`src/common/fetch_pkg.sv`:
```
package fetch_pkg;

    // Instruction word width
    localparam int INSTR_W = 32;

    // Number of words in the instruction RAM
    localparam int IMEM_DEPTH = 16;

    // Word index width, follows the depth
    localparam int ADDR_W = $clog2(IMEM_DEPTH);

    // One instruction word
    typedef logic [INSTR_W-1:0] instr_t;

    // Word address, used for PC, jump target and load address
    typedef logic [ADDR_W-1:0] pc_t;

    // Fetch unit control states
    typedef enum logic [1:0] {
        FS_IDLE = 2'd0,  // Out of reset, nothing issued yet
        FS_RUN  = 2'd1,  // Last cycle issued a read
        FS_HOLD = 2'd2   // Last cycle stalled or lost the port
    } fetch_state_t;

endpackage

```
`src/common/imem_if.sv`:
```
`timescale 1ns/1ps

interface imem_if;
    import fetch_pkg::*;

    logic   req;     // Requester wants the port
    logic   we;      // Write when set, read otherwise
    pc_t    addr;    // Word address
    instr_t wdata;   // Write data
    logic   gnt;     // Port taken this cycle
    logic   rvalid;  // Read data present, one cycle after a granted read
    instr_t rdata;   // Read data

    // Side that asks for the memory
    modport requester (
        output req,
        output we,
        output addr,
        output wdata,
        input  gnt,
        input  rvalid,
        input  rdata
    );

    // Side that owns the memory
    modport arbiter (
        input  req,
        input  we,
        input  addr,
        input  wdata,
        output gnt,
        output rvalid,
        output rdata
    );

endinterface

```
`src/fetch/instruction_fetch.sv`:
```
`timescale 1ns/1ps

module instruction_fetch (
    input  logic              clk,
    input  logic              rst,
    input  logic              i_stall,        // Hold the PC
    input  logic              i_jump,         // Take the jump target on issue
    input  fetch_pkg::pc_t    i_jump_target,  // Jump destination
    imem_if.requester         mem,            // Memory port toward arbiter
    output fetch_pkg::instr_t o_instr,        // Returned word
    output fetch_pkg::pc_t    o_instr_pc,     // PC of the returned word
    output logic              o_instr_valid,  // Returned word present
    output fetch_pkg::pc_t    o_link          // Return address of that word
);
    import fetch_pkg::*;

    fetch_state_t state_q;    // Control state
    fetch_state_t state_d;
    pc_t          pc_q;       // Program counter
    pc_t          pc_next;    // PC after an issue
    pc_t          issued_q;   // PC of the read in flight

    logic active;  // Out of idle and not stalled
    logic issue;   // Read taken by the arbiter this cycle

    // Next word index, wraps at the top of memory
    function automatic pc_t pc_inc(input pc_t pc);
        pc_t res;
        if (pc == pc_t'(IMEM_DEPTH - 1)) begin
            res = '0;  // Wrap to word 0
        end else begin
            res = pc + pc_t'(1);
        end
        return res;
    endfunction

    // A held or lost request stays up until taken
    assign active = (state_q != FS_IDLE) & ~i_stall;
    assign issue  = active & mem.gnt;  // Only counts with the grant

    // Jump only matters when issuing
    assign pc_next = i_jump ? i_jump_target : pc_inc(pc_q);

    // State transitions
    always_comb begin
        state_d = state_q;
        case (state_q)
            FS_IDLE: state_d = FS_RUN;               // Start one cycle after reset
            FS_RUN:  state_d = issue ? FS_RUN : FS_HOLD;
            FS_HOLD: state_d = issue ? FS_RUN : FS_HOLD;
            default: state_d = FS_IDLE;
        endcase
    end

    always_ff @(posedge clk) begin
        if (rst) begin
            state_q <= FS_IDLE;
            pc_q    <= '0;       // First issue is word 0
        end else begin
            state_q <= state_d;
            if (issue) begin
                pc_q <= pc_next;  // Advance only on a taken read
            end
        end
    end

    // Tag for the word coming back next cycle
    always_ff @(posedge clk) begin
        if (issue) begin
            issued_q <= pc_q;
        end
    end

    // Read-only requester
    assign mem.req   = active;
    assign mem.we    = 1'b0;
    assign mem.addr  = pc_q;
    assign mem.wdata = '0;

    // Return path, valid straight from the arbiter
    assign o_instr_valid = mem.rvalid;
    assign o_instr       = mem.rdata;
    assign o_instr_pc    = issued_q;
    assign o_link        = pc_inc(issued_q);  // PC plus one, mod depth

endmodule

```
`src/source/fetch_top.sv`:
```
`timescale 1ns/1ps

module fetch_top (
    input  logic              clk,
    input  logic              rst,
    input  logic              i_stall,        // Pipeline stall
    input  logic              i_jump,         // Jump strobe
    input  fetch_pkg::pc_t    i_jump_target,  // Jump destination
    input  logic              i_load_we,      // Program load strobe
    input  fetch_pkg::pc_t    i_load_addr,    // Program load word index
    input  fetch_pkg::instr_t i_load_data,    // Program load word
    output logic              o_load_busy,    // Load entry pending
    output fetch_pkg::instr_t o_instr,        // Fetched word
    output fetch_pkg::pc_t    o_instr_pc,     // PC of fetched word
    output logic              o_instr_valid,  // Fetched word present
    output fetch_pkg::pc_t    o_link          // PC plus one of fetched word
);
    import fetch_pkg::*;

    imem_if ld_if ();  // Loader to arbiter
    imem_if fe_if ();  // Fetch to arbiter

    logic   mem_we;
    pc_t    mem_addr;
    instr_t mem_wdata;
    instr_t mem_rdata;

    prog_loader u_loader (
        .clk         (clk),
        .rst         (rst),
        .i_load_we   (i_load_we),
        .i_load_addr (i_load_addr),
        .i_load_data (i_load_data),
        .o_busy      (o_load_busy),
        .mem         (ld_if.requester)
    );

    instruction_fetch u_fetch (
        .clk           (clk),
        .rst           (rst),
        .i_stall       (i_stall),
        .i_jump        (i_jump),
        .i_jump_target (i_jump_target),
        .mem           (fe_if.requester),
        .o_instr       (o_instr),
        .o_instr_pc    (o_instr_pc),
        .o_instr_valid (o_instr_valid),
        .o_link        (o_link)
    );

    imem_arbiter u_arb (
        .clk         (clk),
        .rst         (rst),
        .ld          (ld_if.arbiter),
        .fe          (fe_if.arbiter),
        .o_mem_we    (mem_we),
        .o_mem_addr  (mem_addr),
        .o_mem_wdata (mem_wdata),
        .i_mem_rdata (mem_rdata)
    );

    instr_mem u_mem (
        .clk     (clk),
        .i_we    (mem_we),
        .i_addr  (mem_addr),
        .i_wdata (mem_wdata),
        .o_rdata (mem_rdata)
    );

endmodule

```
`src/source/imem_arbiter.sv`:
```
`timescale 1ns/1ps

module imem_arbiter (
    input  logic              clk,
    input  logic              rst,
    imem_if.arbiter           ld,          // High priority loader port
    imem_if.arbiter           fe,          // Low priority fetch port
    output logic              o_mem_we,    // RAM write strobe
    output fetch_pkg::pc_t    o_mem_addr,  // RAM word index
    output fetch_pkg::instr_t o_mem_wdata, // RAM write data
    input  fetch_pkg::instr_t i_mem_rdata  // RAM registered read data
);

    logic rd_fe_q;  // Fetch read granted last cycle

    // Fixed priority with the loader first
    assign ld.gnt = ld.req;
    assign fe.gnt = fe.req & ~ld.req;  // Fetch only when loader idle

    // Steer the granted requester onto the RAM
    always_comb begin
        if (ld.req) begin
            o_mem_we    = ld.we;
            o_mem_addr  = ld.addr;
            o_mem_wdata = ld.wdata;
        end else begin
            o_mem_we    = fe.req & fe.we;  // No write without a request
            o_mem_addr  = fe.addr;
            o_mem_wdata = fe.wdata;
        end
    end

    // Track whether the word coming out of the RAM next cycle belongs to fetch
    always_ff @(posedge clk) begin
        if (rst) begin
            rd_fe_q <= 1'b0;
        end else begin
            rd_fe_q <= fe.gnt & ~fe.we;  // Granted fetch read
        end
    end

    // Return path lines up with RAM latency
    assign ld.rvalid = 1'b0;  // Loader only writes
    assign ld.rdata  = i_mem_rdata;
    assign fe.rvalid = rd_fe_q;
    assign fe.rdata  = i_mem_rdata;  // Shared read bus

endmodule

```
`src/source/instr_mem.sv`:
```
`timescale 1ns/1ps

module instr_mem (
    input  logic             clk,
    input  logic             i_we,     // Write strobe
    input  fetch_pkg::pc_t   i_addr,   // Word index
    input  fetch_pkg::instr_t i_wdata, // Word to store
    output fetch_pkg::instr_t o_rdata  // Registered read word
);
    import fetch_pkg::*;

    instr_t mem [IMEM_DEPTH];  // 16 x 32 storage
    instr_t rdata_q;           // Read port register

    // Write port
    always_ff @(posedge clk) begin
        if (i_we) begin
            mem[i_addr] <= i_wdata;  // Store at word index
        end
    end

    // Read port, one cycle of latency
    // Old contents are returned if the same word is written in that cycle
    always_ff @(posedge clk) begin
        rdata_q <= mem[i_addr];  // Sample every cycle
    end

    assign o_rdata = rdata_q;  // Word for the previous address

endmodule

```
`src/source/prog_loader.sv`:
```
`timescale 1ns/1ps

module prog_loader (
    input  logic              clk,
    input  logic              rst,
    input  logic              i_load_we,   // One-cycle load strobe
    input  fetch_pkg::pc_t    i_load_addr, // Target word
    input  fetch_pkg::instr_t i_load_data, // Word to load
    output logic              o_busy,      // Entry pending
    imem_if.requester         mem          // Memory port toward arbiter
);
    import fetch_pkg::*;

    logic   pend_q;  // Buffer holds a write
    pc_t    addr_q;  // Pending word index
    instr_t data_q;  // Pending word

    logic accept;  // Strobe taken into the buffer
    logic done;    // Write handed to the RAM

    // A strobe while busy is dropped
    assign accept = i_load_we & ~pend_q;
    assign done   = pend_q & mem.gnt;  // Counts only with req and gnt

    // Valid bit of the one-entry buffer
    always_ff @(posedge clk) begin
        if (rst) begin
            pend_q <= 1'b0;
        end else if (accept) begin
            pend_q <= 1'b1;  // Request from next cycle
        end else if (done) begin
            pend_q <= 1'b0;  // Freed after the write
        end
    end

    // Payload stays put while waiting for a grant
    always_ff @(posedge clk) begin
        if (accept) begin
            addr_q <= i_load_addr;
            data_q <= i_load_data;
        end
    end

    // Write-only requester
    assign mem.req   = pend_q;
    assign mem.we    = pend_q;
    assign mem.addr  = addr_q;
    assign mem.wdata = data_q;

    assign o_busy = pend_q;  // Busy until the RAM takes it

endmodule

```
`config.mk`:
```
export PLATFORM = sky130hd
export DESIGN_NAME = fetch_top
export DESIGN_NICKNAME = d
export VERILOG_FILES = /design/src/common/fetch_pkg.sv /design/src/common/imem_if.sv /design/src/fetch/instruction_fetch.sv /design/src/source/fetch_top.sv /design/src/source/imem_arbiter.sv /design/src/source/instr_mem.sv /design/src/source/prog_loader.sv
export SDC_FILE = /design/constraint.sdc
export NUM_CORES = 1
export LEC_CHECK = 0
export BUFFER_PORTS_ARGS = -buffer_cell sky130_fd_sc_hd__buf_2
export CORE_MARGIN = 2
export CORE_UTILIZATION = 55
export CTS_BUF_LIST = sky130_fd_sc_hd__clkbuf_8
export CTS_CLUSTER_SIZE = 8
export DETAILED_ROUTE_END_ITERATION = 10
export HOLD_SLACK_MARGIN = 0.08
export PLACE_DENSITY = 0.72
export SLEW_MARGIN = 10
export SYNTH_ARGS = -nofsm -noshare
export SYNTH_HDL_FRONTEND = slang
export SYNTH_SLANG_ARGS = --single-unit
```
`constraint.sdc`:
```
create_clock -name clk -period 5.9 [get_ports clk]
set_clock_uncertainty 0.15 [all_clocks]
set_input_delay 1.18 -clock clk [delete_from_list [all_inputs] [get_ports clk]]
set_output_delay 1.18 -clock clk [all_outputs]
set_load 0.01 [all_outputs]
```
==> results by group <==
Pwr
  • Peak supply drop: 0.291 mV
  • Lkg Pwr: 8.51 nW
  • Power Dens Cells: 356 nW/um2

Clocking
  • Clock root buffer: clkbuf_8
  • Cts repair resizes: 0
  • H-tree Lvls: 3
  • CTS tree: yes
  • # clock sinks: 592
  • Number of buffers created by CTS: 93
  • Clock Tree Buf Depth: 3
  • Reg clk slew, reported paths: 0.06 ns
  • Hold buffers post-CTS: 0
  • Clock latency on the worst-skew pair: 0.64 ns
  • Setup Fix Bufs, Post-CTS: 0

Logic synthesis
  • Seq/Total Area, Yosys: 0.755
  • Post-synth cell types: 43
  • Synth top area cells: edfxtp_1, a21boi_0, mux4_2, dfxtp_1, o41ai_1
  • Synth Warn #: 0
  • Yosys top cell by area: edfxtp_1
  • Yosys reg bits: 592
  • Async set-reset flop share out of synthesis: 0
  • Post-Syn Area per Cell: 17.9 um2
  • Synthesized net count: 1331
  • Dominant cell by count in the synthesized netlist: edfxtp_1
  • Top post-synthesis cells by count: edfxtp_1, a21boi_0, clkbuf_1, o21ai_0
  • Ys flop type: edfxtp_1
  • EDFF count, synth: 552
  • Synthesized area: 23000 um2
  • Post-Synthesis Cells: 1282
  • Top cell type's share of synthesized area: 0.720

Drt
  • Routed vias: 12700
  • Wire length per cell: 27.1 um
  • Via/cell ratio: 6.37
  • Drt first pass iters: 5
  • Final ANT Viol Nets: 0
  • DR iter-0 viols: 1243
  • Final WL: 54.1 mm
  • Remaining design rule violation count: 0

STA
  • Fmax: 276 MHz
  • Fin crit period: 3.62 ns
  • Endpoints failing hold: 0
  • Final slew viol count: 0
  • Setup violators final: 0
  • Unrepaired setup endpoints after global routing: no
  • Final hold slack: 0.420 ns
  • Slew headroom: 0.159
  • Post-route clock period utilization: 0.614
  • Fin Setup TNS: 0 ns
  • Worst Max-Slew Pin Slew: 1.24 ns

Cells and area
  • Core Util, Final: 0.629
  • Finished Layout Cells: 2000
  • Area grow syn2layout: 12.1%
  • Share of cells above drive strength 1: 0.223
  • Nets: 1446
  • Antenna cells: 0
  • Fill cell count: 2837

Job
  • Total of max-cap violations: 0

Placed design
  • HPWL Detailed: 29.5 mm
  • Gpl congestion: 0.773
  • Placed Cells: 1834
  • Port bufs: 86

Worst setup path
  • Cells along the critical path: buf_4, or3b_2, buf_4, nor2_4, buf_4
  • Reg-to-reg endpoint: u_mem.mem[8][15]
  • Endpoint class of the critical path: flip-flop
  • CP arrival: 3.77 ns
  • Cell mode on critical path: buf_4
  • Slowest stage delay, CP: 0.93 ns
  • Worst EP required: 6.05 ns
  • R2R cell count: 5
  • Startpoint Class: flip-flop
  • Slowest cell on crit path: dfxtp_2
  • Crit path kind: flip-flop to flip-flop
  • Flop-to-flop setup slack: 2.28 ns
  • Worst Path Max Fanout: 42
  • Worst r2r src: u_loader.mem.req

Floorplanning
  • DIE AREA: 43500 um2
  • Num rows: 74
  • # IOs: 87
  • Starting Density: 0.561
  • Die width: 209 um
  • Die Height: 209 um
  • Core Box Area: 41000 um2

GRT
  • All-Layer GR Usage: 0.253
  • Largest net degree at the start of global routing: 69
  • First-pass GRT wire length: 81.4 mm
  • Gr ovfl total: 0
  • Vias in the first global route: 13200
  • Initial antenna violation count: 0

Status
  • Status: complete, no violations

Worst hold path
  • Worst min-delay path category: flip-flop to flip-flop
  • Min-Delay Startpoint: u_fetch.mem.addr[3]
  • Hold path endpoint: u_fetch.o_instr_pc[3]
  • Hold depth: 0
kinds of logic (layout without fill, tap and decap cells):
group,Yosys count,after routing,share of synthesized area
AND/OR/NAND/NOR,116,116,0.0295
multiplexers,67,67,0.0647
buffers and inverters,100,286,0.0213
XOR/XNOR,1,1,0.000381
flip-flops,592,592,0.755
AO/OA/AOI/OAI,402,402,0.127
adder cells (fa/ha/maj),4,4,0.00218
metal layers:
metal  wire length [um]  GRT usage  vias up
met4               1450     0.0899        0
met3               4330     0.0488      100
met2              27100      0.417      608
met1              21200      0.341     6584
li1                   -          -     5449
met5                  0          0        -
flip-flops by register name, indices dropped and copies added (netlist names):
register            cells
u_mem.mem             512
u_loader.mem.wdata     32
u_mem.o_rdata          32
u_fetch.mem.addr        4
u_fetch.o_instr_pc      4
u_loader.mem.addr       4
u_fetch.state_q         2
u_arb.fe.rvalid         1
u_loader.mem.req        1
worst max-delay path, delay by kind of cell (launching register included):
| family | cells | cell delay (ns) |
|---|---|---|
| buffers and inverters | 3 | 1.10 |
| flip-flops | 1 | 0.93 |
| AND/OR/NAND/NOR | 2 | 1.07 |
layout make-up:
type / count / area [um2] / area share
clock buffer: 107 / 1470 / 0.0571
multi-input combinational: 590 / 5330 / 0.207
tap: 532 / 666 / 0.0258
sequential: 592 / 17400 / 0.674
timing repair buffer: 116 / 668 / 0.0259
clock inverter: 59 / 270 / 0.0105
inverter: 4 / 15.0 / 0.000582
report_power, final:
group / leakage [nW] / switching, W / total [W] / internal [W]
clock network: 1.07 / 0.00151 / 0.00320 / 0.00169
registers: 5.36 / 0.0000816 / 0.00481 / 0.00473
logic: 2.09 / 0.000730 / 0.00119 / 0.000457
total: 8.51 / 0.00232 / 0.00920 / 0.00687
how the worst max path moves through the flow:
| stage | startpoint | to | slack [ns] | cells past startpoint |
|---|---|---|---|---|
| 6_report | u_loader.mem.req | u_mem.mem[8][15] | 2.28 | 5 |
| 5_1_grt | u_loader.mem.req | u_mem.o_rdata[0] | 2.07 | 5 |
| 4_1_cts | u_loader.mem.req | u_mem.mem[12][0] | 2.22 | 5 |
| 3_5_place_dp | u_loader.mem.req | u_mem.mem[12][12] | 2.23 | 5 |
| 3_3_place_gp | u_loader.mem.req | u_mem.mem[0][19] | 2.36 | 4 |
| 2_1_floorplan | i_load_we | u_loader.mem.addr[0] | 2.50 | 1 |
stage by stage:
| step | area [um2] | power [W] | setup slack (ns) |
|---|---|---|---|
| 6_report | 25800 | 0.00920 | 2.28 |
| 5_1_grt | 25800 | 0.00954 | 2.07 |
| 4_1_cts | 25800 | 0.00926 | 2.22 |
| 3_5_place_dp | 24100 | 0.00609 | 2.23 |
| 3_3_place_gp | 24100 | 0.00606 | 2.36 |
| 2_1_floorplan | 23000 | 0.00567 | 2.50 |
layout by cell type (no fill, tap or decap), types with 2 or more instances in the layout:
cell type	count
ha_1	4
clkbuf_8	107
edfxtp_1	552
dfxtp_1	39
inv_1	52
clkinv_1	2
nand4_1	32
or3b_2	2
nor2_4	12
clkinv_2	4
nand2b_1	2
nand3b_1	3
nor3b_2	2
and2_1	32
o21ai_0	66
clkinvlp_4	2
nand2_1	4
o21ai_4	2
a211oi_1	2
buf_2	86
buf_4	29
a21boi_0	256
nor2_1	8
nor2b_4	5
inv_6	2
a21oi_1	4
mux4_2	64
nand3_1	2
o41ai_1	64
nor3_1	2
Power figures use the tool's default switching activity.
